File: src/exu_pkg.sv
package exu_pkg;

    // alu operation select, code 4'd2 is unused
    typedef enum logic [3:0] {
        alu_add = 4'd0,
        alu_sub = 4'd1,
        alu_and = 4'd3,
        alu_or  = 4'd4,
        alu_xor = 4'd5,
        alu_cmp = 4'd6,  // set less than
        alu_ne  = 4'd7,  // 1 when operands differ
        alu_sll = 4'd8,
        alu_srl = 4'd9,
        alu_sra = 4'd10
    } alu_op_e;

    localparam logic [6:0] opc_op     = 7'b0110011;
    localparam logic [6:0] opc_op_imm = 7'b0010011;
    localparam logic [6:0] opc_branch = 7'b1100011;

    localparam logic [2:0] f3_add  = 3'b000;  // add/sub/addi
    localparam logic [2:0] f3_sll  = 3'b001;
    localparam logic [2:0] f3_slt  = 3'b010;
    localparam logic [2:0] f3_sltu = 3'b011;
    localparam logic [2:0] f3_xor  = 3'b100;
    localparam logic [2:0] f3_srl  = 3'b101;  // srl/sra
    localparam logic [2:0] f3_or   = 3'b110;
    localparam logic [2:0] f3_and  = 3'b111;

    localparam logic [2:0] f3_beq  = 3'b000;
    localparam logic [2:0] f3_bne  = 3'b001;
    localparam logic [2:0] f3_blt  = 3'b100;
    localparam logic [2:0] f3_bge  = 3'b101;
    localparam logic [2:0] f3_bltu = 3'b110;
    localparam logic [2:0] f3_bgeu = 3'b111;

    typedef struct packed {
        logic [6:0] funct7;
        logic [4:0] rs2;
        logic [4:0] rs1;
        logic [2:0] funct3;
        logic [4:0] rd;
        logic [6:0] opcode;
    } instr_r_t;

    // imm_hi and rs2 together form the i-type immediate
    typedef struct packed {
        logic [6:0] imm_hi;
        logic [4:0] rs2;
        logic [4:0] rs1;
        logic [2:0] funct3;
        logic [4:0] imm_lo;
        logic [6:0] opcode;
    } instr_b_t;

    typedef union packed {
        instr_r_t r;
        instr_b_t b;
    } instr_u;

endpackage

File: src/exu_adder.sv
`timescale 1ns/1ps

module exu_adder #(
    parameter int XLEN = 32
) (
    input  logic            sub,
    input  logic [XLEN-1:0] a,
    input  logic [XLEN-1:0] b,
    output logic [XLEN-1:0] sum,
    output logic            ovf
);

    logic [XLEN-1:0] b_eff;

    assign b_eff = sub ? ~b : b;  // two's complement via carry in
    assign sum   = a + b_eff + {{(XLEN-1){1'b0}}, sub};

    // same input signs, different result sign
    assign ovf = (a[XLEN-1] == b_eff[XLEN-1]) && (sum[XLEN-1] != a[XLEN-1]);

endmodule

File: src/exu_alu.sv
`timescale 1ns/1ps

module exu_alu #(
    parameter int XLEN = 32
) (
    input  exu_pkg::alu_op_e alu_op,
    input  logic             comp_unsigned,
    input  logic [XLEN-1:0]  d1,
    input  logic [XLEN-1:0]  d2,
    output logic [XLEN-1:0]  res,
    output logic             ovf
);

    localparam int SHW = $clog2(XLEN);

    logic            sub;
    logic [XLEN-1:0] sum;
    logic            add_ovf;
    logic [SHW-1:0]  shamt;
    logic            lt;

    assign shamt = d2[SHW-1:0];

    always_comb begin
        sub = 1'b0;
        ovf = 1'b0;
        lt  = 1'b0;
        res = '0;
        case (alu_op)
            exu_pkg::alu_add: begin
                res = sum;
                ovf = add_ovf;
            end
            exu_pkg::alu_sub: begin
                sub = 1'b1;
                res = sum;
                ovf = add_ovf;
            end
            exu_pkg::alu_and: begin
                res = d1 & d2;
            end
            exu_pkg::alu_or: begin
                res = d1 | d2;
            end
            exu_pkg::alu_xor: begin
                res = d1 ^ d2;
            end
            exu_pkg::alu_cmp: begin
                sub = 1'b1;
                if (comp_unsigned) begin
                    lt = (d1 < d2);
                end else if (d1[XLEN-1] != d2[XLEN-1]) begin
                    lt = d1[XLEN-1];  // negative one is smaller
                end else begin
                    lt = sum[XLEN-1];  // sign of difference
                end
                res = {{(XLEN-1){1'b0}}, lt};
            end
            exu_pkg::alu_ne: begin
                sub = 1'b1;
                res = {{(XLEN-1){1'b0}}, (sum != '0)};
            end
            exu_pkg::alu_sll: begin
                res = d1 << shamt;
            end
            exu_pkg::alu_srl: begin
                res = d1 >> shamt;
            end
            exu_pkg::alu_sra: begin
                res = $signed(d1) >>> shamt;
            end
            default: begin
                res = '0;
            end
        endcase
    end

    exu_adder #(
        .XLEN (XLEN)
    ) i_adder (
        .sub  (sub),
        .a    (d1),
        .b    (d2),
        .sum  (sum),
        .ovf  (add_ovf)
    );

endmodule

File: src/exu_decoder.sv
`timescale 1ns/1ps

module exu_decoder #(
    parameter int XLEN = 32
) (
    input  exu_pkg::instr_u  instr,
    input  logic [XLEN-1:0]  rs2_val,
    output exu_pkg::alu_op_e alu_op,
    output logic             comp_unsigned,
    output logic [XLEN-1:0]  operand_b,
    output logic [XLEN-1:0]  imm,
    output logic             is_branch,
    output logic [2:0]       br_funct3,
    output logic [4:0]       rd,
    output logic             wr_en
);

    logic            use_imm;
    logic            alt;  // funct7 bit 30
    logic [XLEN-1:0] imm_i;
    logic [XLEN-1:0] imm_b;

    assign alt   = instr.r.funct7[5];
    assign imm_i = {{(XLEN-12){instr.b.imm_hi[6]}}, instr.b.imm_hi, instr.b.rs2};
    assign imm_b = {{(XLEN-12){instr.b.imm_hi[6]}}, instr.b.imm_lo[0],
                    instr.b.imm_hi[5:0], instr.b.imm_lo[4:1], 1'b0};

    assign rd        = instr.r.rd;
    assign br_funct3 = instr.r.funct3;
    assign operand_b = use_imm ? imm : rs2_val;

    always_comb begin
        alu_op        = exu_pkg::alu_add;
        comp_unsigned = 1'b0;
        use_imm       = 1'b0;
        imm           = '0;
        is_branch     = 1'b0;
        wr_en         = 1'b0;
        case (instr.r.opcode)
            exu_pkg::opc_op, exu_pkg::opc_op_imm: begin
                wr_en   = 1'b1;
                use_imm = (instr.r.opcode == exu_pkg::opc_op_imm);
                imm     = imm_i;
                case (instr.r.funct3)
                    exu_pkg::f3_add:  alu_op = (alt && !use_imm) ? exu_pkg::alu_sub
                                                                 : exu_pkg::alu_add;
                    exu_pkg::f3_sll:  alu_op = exu_pkg::alu_sll;
                    exu_pkg::f3_slt:  alu_op = exu_pkg::alu_cmp;
                    exu_pkg::f3_sltu: begin
                        alu_op        = exu_pkg::alu_cmp;
                        comp_unsigned = 1'b1;
                    end
                    exu_pkg::f3_xor:  alu_op = exu_pkg::alu_xor;
                    exu_pkg::f3_srl:  alu_op = alt ? exu_pkg::alu_sra : exu_pkg::alu_srl;
                    exu_pkg::f3_or:   alu_op = exu_pkg::alu_or;
                    default:          alu_op = exu_pkg::alu_and;
                endcase
            end
            exu_pkg::opc_branch: begin
                is_branch = 1'b1;
                imm       = imm_b;  // compare still uses rs2
                case (instr.r.funct3)
                    exu_pkg::f3_beq, exu_pkg::f3_bne: alu_op = exu_pkg::alu_ne;
                    exu_pkg::f3_blt, exu_pkg::f3_bge: alu_op = exu_pkg::alu_cmp;
                    default: begin
                        alu_op        = exu_pkg::alu_cmp;
                        comp_unsigned = 1'b1;
                    end
                endcase
            end
            default: begin
                alu_op = exu_pkg::alu_add;  // result ignored, no write
            end
        endcase
    end

endmodule

File: src/exu_commit.sv
`timescale 1ns/1ps

module exu_commit #(
    parameter int XLEN = 32
) (
    input  logic            clk,
    input  logic            rst_n,
    input  logic            valid_in,
    input  logic [XLEN-1:0] pc,
    input  logic [XLEN-1:0] imm,
    input  logic            is_branch,
    input  logic [2:0]      br_funct3,
    input  logic [4:0]      rd,
    input  logic            wr_en,
    input  logic [XLEN-1:0] alu_res,
    input  logic            alu_ovf,
    output logic            valid_out,
    output logic [XLEN-1:0] result,
    output logic            overflow,
    output logic [4:0]      rd_out,
    output logic            wr_en_out,
    output logic            branch_taken,
    output logic [XLEN-1:0] next_pc
);

    logic            invert;
    logic            taken;
    logic [XLEN-1:0] target;

    // beq, bge, bgeu test the opposite of the alu bit
    assign invert = (br_funct3 == exu_pkg::f3_beq) ||
                    (br_funct3 == exu_pkg::f3_bge) ||
                    (br_funct3 == exu_pkg::f3_bgeu);
    assign taken  = is_branch && (alu_res[0] ^ invert);
    assign target = taken ? (pc + imm) : (pc + XLEN'(4));

    always_ff @(posedge clk or negedge rst_n) begin
        if (!rst_n) begin
            valid_out    <= 1'b0;
            result       <= '0;
            overflow     <= 1'b0;
            rd_out       <= '0;
            wr_en_out    <= 1'b0;
            branch_taken <= 1'b0;
            next_pc      <= '0;
        end else begin
            valid_out <= valid_in;  // one cycle pulse
            if (valid_in) begin
                result       <= alu_res;
                overflow     <= alu_ovf;
                rd_out       <= rd;
                wr_en_out    <= wr_en;
                branch_taken <= taken;
                next_pc      <= target;
            end
        end
    end

endmodule

File: src/exu_top.sv
`timescale 1ns/1ps

module exu_top #(
    parameter int XLEN = 32
) (
    input  logic            clk,
    input  logic            rst_n,
    input  logic            valid_in,
    input  logic [31:0]     instr,
    input  logic [XLEN-1:0] pc,
    input  logic [XLEN-1:0] rs1_val,
    input  logic [XLEN-1:0] rs2_val,
    output logic            valid_out,
    output logic [XLEN-1:0] result,
    output logic            overflow,
    output logic [4:0]      rd_out,
    output logic            wr_en_out,
    output logic            branch_taken,
    output logic [XLEN-1:0] next_pc
);

    exu_pkg::alu_op_e alu_op;
    logic             comp_unsigned;
    logic [XLEN-1:0]  operand_b;
    logic [XLEN-1:0]  imm;
    logic             is_branch;
    logic [2:0]       br_funct3;
    logic [4:0]       rd;
    logic             wr_en;
    logic [XLEN-1:0]  alu_res;
    logic             alu_ovf;

    exu_decoder #(.XLEN(XLEN)) i_decoder (
        .instr         (instr),
        .rs2_val       (rs2_val),
        .alu_op        (alu_op),
        .comp_unsigned (comp_unsigned),
        .operand_b     (operand_b),
        .imm           (imm),
        .is_branch     (is_branch),
        .br_funct3     (br_funct3),
        .rd            (rd),
        .wr_en         (wr_en)
    );

    exu_alu #(.XLEN(XLEN)) i_alu (
        .alu_op        (alu_op),
        .comp_unsigned (comp_unsigned),
        .d1            (rs1_val),
        .d2            (operand_b),
        .res           (alu_res),
        .ovf           (alu_ovf)
    );

    exu_commit #(.XLEN(XLEN)) i_commit (
        .clk           (clk),
        .rst_n         (rst_n),
        .valid_in      (valid_in),
        .pc            (pc),
        .imm           (imm),
        .is_branch     (is_branch),
        .br_funct3     (br_funct3),
        .rd            (rd),
        .wr_en         (wr_en),
        .alu_res       (alu_res),
        .alu_ovf       (alu_ovf),
        .valid_out     (valid_out),
        .result        (result),
        .overflow      (overflow),
        .rd_out        (rd_out),
        .wr_en_out     (wr_en_out),
        .branch_taken  (branch_taken),
        .next_pc       (next_pc)
    );

endmodule

File: config.mk
export PLATFORM = sky130hd
export DESIGN_NAME = exu_top
export DESIGN_NICKNAME = d
export VERILOG_FILES = /design/src/exu_pkg.sv /design/src/exu_adder.sv /design/src/exu_alu.sv /design/src/exu_decoder.sv /design/src/exu_commit.sv /design/src/exu_top.sv
export SDC_FILE = /design/constraint.sdc
export NUM_CORES = 1
export LEC_CHECK = 0
export ABC_AREA = 0
export BUFFER_PORTS_ARGS = -buffer_cell sky130_fd_sc_hd__buf_2
export CAP_MARGIN = 10
export CORE_ASPECT_RATIO = 0.75
export CORE_MARGIN = 5
export CORE_UTILIZATION = 59
export CTS_BUF_LIST = sky130_fd_sc_hd__clkbuf_16
export CTS_CLUSTER_DIAMETER = 100
export CTS_CLUSTER_SIZE = 10
export DETAILED_ROUTE_END_ITERATION = 8
export PLACE_DENSITY = 0.81
export SLEW_MARGIN = 15
export SYNTH_ARGS = -nofsm -noshare
export SYNTH_HDL_FRONTEND = slang
export SYNTH_HIERARCHICAL = 1
export SYNTH_SLANG_ARGS = --single-unit
File: constraint.sdc
create_clock -name clk -period 0.9 [get_ports clk]
set_input_delay 0.09 -clock clk [delete_from_list [all_inputs] [get_ports clk]]
set_output_delay 0.09 -clock clk [all_outputs]
set_load 0.01 [all_outputs]
==> results of run 1 <==
repair_timing:
item	in CTS
resized for setup	104
endpoints found under the hold margin	75
setup buffers	3
hold buffers	3
pin swaps	15
endpoints found under the setup margin	139
metrics by stage:
step | worst slack [ns] | util, % | setup TNS (ns) | hold WS [ns] | std cells
after global placement | -4.783 | 81.68 | -270.17 | -0.05130 | 2903
after floorplan | -4.724 | - | -260.36 | -0.2056 | 1923
after CTS | -4.432 | 84.62 | -250.03 | 0.002577 | 2924
after detailed placement | -5.077 | 81.68 | -283.74 | -0.04587 | 2903
layer usage:
metal	track usage, %	overflow
met3	69.95	1
met5	48.82	1
met2	89.80	8
met4	73.82	2
met1	78.42	1
kinds of logic after synthesis:
| kind of cell | synth area share [%] |
|---|---|
| buffers and inverters | 7.475 |
| XOR/XNOR | 6.381 |
| AO/OA/AOI/OAI | 26.01 |
| adder cells (fa/ha/maj) | 13.44 |
| AND/OR/NAND/NOR | 19.07 |
| multiplexers | 15.52 |
| flip-flops | 12.10 |
==> flow_summary.toml, run 1 <==
[yosys]
seq_area_frac_synth_pct = 12.10
syn_nets = 2215
synth_top_area_cell = "ha_1"
async_flop_share_pct = 100.0
synth_area_per_cell_sq_um = 7.851
synth_cell_types = 104
ys_ff_latch = 73
synth_cells = 1923
yosys_warnings = 6
synth_top_cells_by_count = "163 x nand2_1, 159 x ha_1, 148 x nor2_1"
ys.flop_type = "dfrtp_1"
netlist_area_sq_um = 15100
synth_area_leaders = "ha_1 13%, dfrtp_1 12%, mux2_2 6.7%"
synth.most_common_cell = "nand2_1"
synth_top_area_share_pct = 13.18
synth-edff-count = 0

[die]
die_x_microns = 194.7
pin_count = 204
num_rows = 50
die_h_microns = 148.5
initial_utilization_pct = 60.18

[global_routing]
antenna_found_initial = 13
grt.overflow.total = 13
grt_max_degree = 77
grt.total_usage_pct = 78.29

[clocking]
cts_buffers = 9
cts.htree.levels = 3
cts_root_buffer = "clkbuf_16"
clock-sinks = 73
cts_buffer_depth = 2

[placed_design]
port_buffers = 198
gp_congestion = 1.169
placed_cell_area_sq_um = 20490
hpwl_mm = 56.56

[sta]
worst_endpoint = "i_commit/next_pc[29]$_DFFE_PN0P_/D"
worst_endpoint_kind = "register data pin"

[status]
lastStage = "global routing (5_1_grt)"
error = "[ERROR GRT-0232] Routing congestion too high. Check the congestion heatmap in the GUI."
outcome = "stopped before the end"
==> run 2: changes to the inputs <==
--- a/config.mk
+++ b/config.mk
@@ -8,14 +8,10 @@
 export ABC_AREA = 0
 export BUFFER_PORTS_ARGS = -buffer_cell sky130_fd_sc_hd__buf_2
 export CAP_MARGIN = 10
-export CORE_ASPECT_RATIO = 0.75
 export CORE_MARGIN = 5
-export CORE_UTILIZATION = 59
-export CTS_BUF_LIST = sky130_fd_sc_hd__clkbuf_16
-export CTS_CLUSTER_DIAMETER = 100
-export CTS_CLUSTER_SIZE = 10
+export CORE_UTILIZATION = 40
 export DETAILED_ROUTE_END_ITERATION = 8
-export PLACE_DENSITY = 0.81
+export PLACE_DENSITY_LB_ADDON = 0.15
 export SLEW_MARGIN = 15
 export SYNTH_ARGS = -nofsm -noshare
 export SYNTH_HDL_FRONTEND = slang
==> flow_summary.toml, run 2 <==
[global_routing]
antenna_found_initial = 0
grt_pass1_vias = 18150
grt.overflow.total = 0
grt_pass1_wl_mm = 105.2
grt.total_usage_pct = 32.01
grt_max_degree = 73

[clocking]
cts_root_buffer = "clkbuf_16"
clk_latency_ns = 0.34
clock-sinks = 73
cts_buffers = 9
cts_buffer_depth = 2
clk_pin_slew_ns = 0.07
cts.htree.levels = 3
cts_tree = "done"

[critical_path]
critPathMaxFanout = 7
cp_slowest_cell = "or4bb_1"
path_buf_inv = 5
critical_path_required_ns = 1.12
cp_data_arrival_time_ns = 5.85
startpoint_type = "input port"
crit_type = "in -> reg"
reg2reg_slack_ns = -0.25
cp_top_family = "simple AND/OR/NAND/NOR gates"
endpoint_kind = "flip-flop"
crit_path_start = "instr[12]"
r2r_start = "i_commit/next_pc[29]"
cp_slowest_stage_delay_ns = 0.50

[die]
die_h_microns = 204.3
core_area_sq_um = 37490
die_x_microns = 204.3
initial_utilization_pct = 40.27
pin_count = 204
num_rows = 71
dieArea_sq_um = 41730

[yosys]
syn_nets = 2215
synth_cell_types = 104
synth_area_leaders = "ha_1 13%, dfrtp_1 12%, mux2_2 6.7%"
ys_ff_latch = 73
async_flop_share_pct = 100.0
synth_top_cells_by_count = "163 x nand2_1, 159 x ha_1, 148 x nor2_1"
ys.flop_type = "dfrtp_1"
synth.most_common_cell = "nand2_1"
yosys_warnings = 6
synth_top_area_share_pct = 13.18
netlist_area_sq_um = 15100
synth_top_area_cell = "ha_1"
synth_area_per_cell_sq_um = 7.851
seq_area_frac_synth_pct = 12.10
synth-edff-count = 0
synth_cells = 1923

[route]
num_vias = 18530
wl_per_cell_microns = 21.95
postRouteAntennaNets = 0
wirelength_mm = 70.70
vias_per_cell = 5.751
drt_first_pass_iters = 6
drc_errors = 0
dr.first_iter.drc_count = 1581

[layout]
final_cells = 3221
reg_top3 = "i_commit/next_pc x32, i_commit/result x32, i_commit/rd_out x5"
final_common_cell = "buf_4"
layout-drive-gt1-share_pct = 47.25
layout_common_cells = "658 x buf_4, 176 x buf_2, 159 x ha_1, 147 x nand2_1, 134 x nor2_1"
final_nets = 2996
areaGrowthSynthToFinish_pct = 55.28
nFillCells = 3357
fin_area_sq_um = 23450

[status]
outcome = "finished with violations"
failed_checks = "negative setup slack"

[sta]
tightest_slew_ns = 1.262
max_freq_mhz = 177.7
holdWs_ns = 0.01391
period_minus_slack_ns = 5.626
relSlewSlack_pct = 15.41
setup_viol = 139
rsz0062_at_grt = "true"
worst_slack_ns = -4.726
fin_skew_ns = 0
slew_violations = 0
finalCritPeriodShare_pct = 625.1
final_hold_viol_count = 0

[placed_design]
gp_congestion = 1.002
placed_cell_area_sq_um = 20790
port_buffers = 198
dp.cells = 3087
hpwl_mm = 55.70

[power_and_ir_drop]
vdd_drop_max_mv = 0.8523
p_leak_nw = 11.45
power_density_nw_per_um2 = 952.0

[hold_path]
min_path_type = "in -> reg"
min_from = "instr[7]"

[flow_run]
drv_cap = 0
run 2: cell counts after synthesis:
No cell type changed its count.
run 2: repair_timing:
item / CTS / global route
hold buffers: 4 / 0
pin swaps: 72 / 98
resized for setup: 179 / 153
endpoints found under the setup margin: 139 / 139
setup buffers: 63 / 56
cloned: 0 / 2
endpoints found under the hold margin: 76 / 0
run 2: cell families (layout without fill, tap and decap cells):
| kind of cell | after synthesis | count (layout) | synth area share [%] |
|---|---|---|---|
| simple gates | 577 | 578 | 19.07 |
| compound gates | 566 | 566 | 26.01 |
| buf+inv | 252 | 1037 | 7.475 |
| mux | 184 | 184 | 15.52 |
| fa+ha+maj | 161 | 161 | 13.44 |
| xor+xnor | 110 | 110 | 6.381 |
| flops | 73 | 73 | 12.10 |
| other cells | 0 | 1 | 0 |
run 2: cell type report:
cell class | instances | area, sq um | area share [%]
inverters | 105 | 394.1 | 1.681
flip-flops and latches | 73 | 1827 | 7.792
well taps | 511 | 639.4 | 2.727
clock inverters | 7 | 83.83 | 0.3576
multi-input cells | 1599 | 13370 | 57.01
repair buffers | 916 | 6907 | 29.46
diodes | 1 | 2.502 | 0.01067
clock buffers | 9 | 225.2 | 0.9606
run 2: stage by stage:
stage	utilization, %	TNS, ns	setup slack, ns	power (mW)
floorplan	-	-260.36	-4.724	9.886
global placement	55.45	-278.89	-4.979	15.78
detailed placement	55.45	-287.99	-5.201	15.86
CTS	59.57	-258.16	-4.584	21.24
global route	62.53	-282.67	-5.039	23.43
finish	62.54	-262.60	-4.726	22.32
run 2: power by group:
| part | internal [mW] | total, mW | switching (mW) |
|---|---|---|---|
| Clock | 2.21 | 3.95 | 1.74 |
| Sequential | 3.85 | 4.21 | 0.367 |
| Combinational | 7.21 | 14.2 | 6.95 |
| Total | 13.3 | 22.3 | 9.06 |
run 2: final timing paths:
path / end / cells past startpoint
worst max-delay path: i_commit/next_pc[29] / 29
worst min-delay path: i_commit/rd_out[0] / 2
worst max register to register: i_commit/next_pc[29] / 4
worst min register to register: i_commit/next_pc[19] / 2
max in group asynchronous: i_commit/result[27] / 3
min in group asynchronous: i_commit/next_pc[17] / 2
run 2: routing by layer:
| layer | wire, microns | global-route usage, % |
|---|---|---|
| met1 | 29500 | 42.10 |
| met2 | 33050 | 53.74 |
| met3 | 4826 | 4.062 |
| met4 | 3324 | 12.06 |
| met5 | 0 | 0 |
Power figures use the tool's default switching activity.
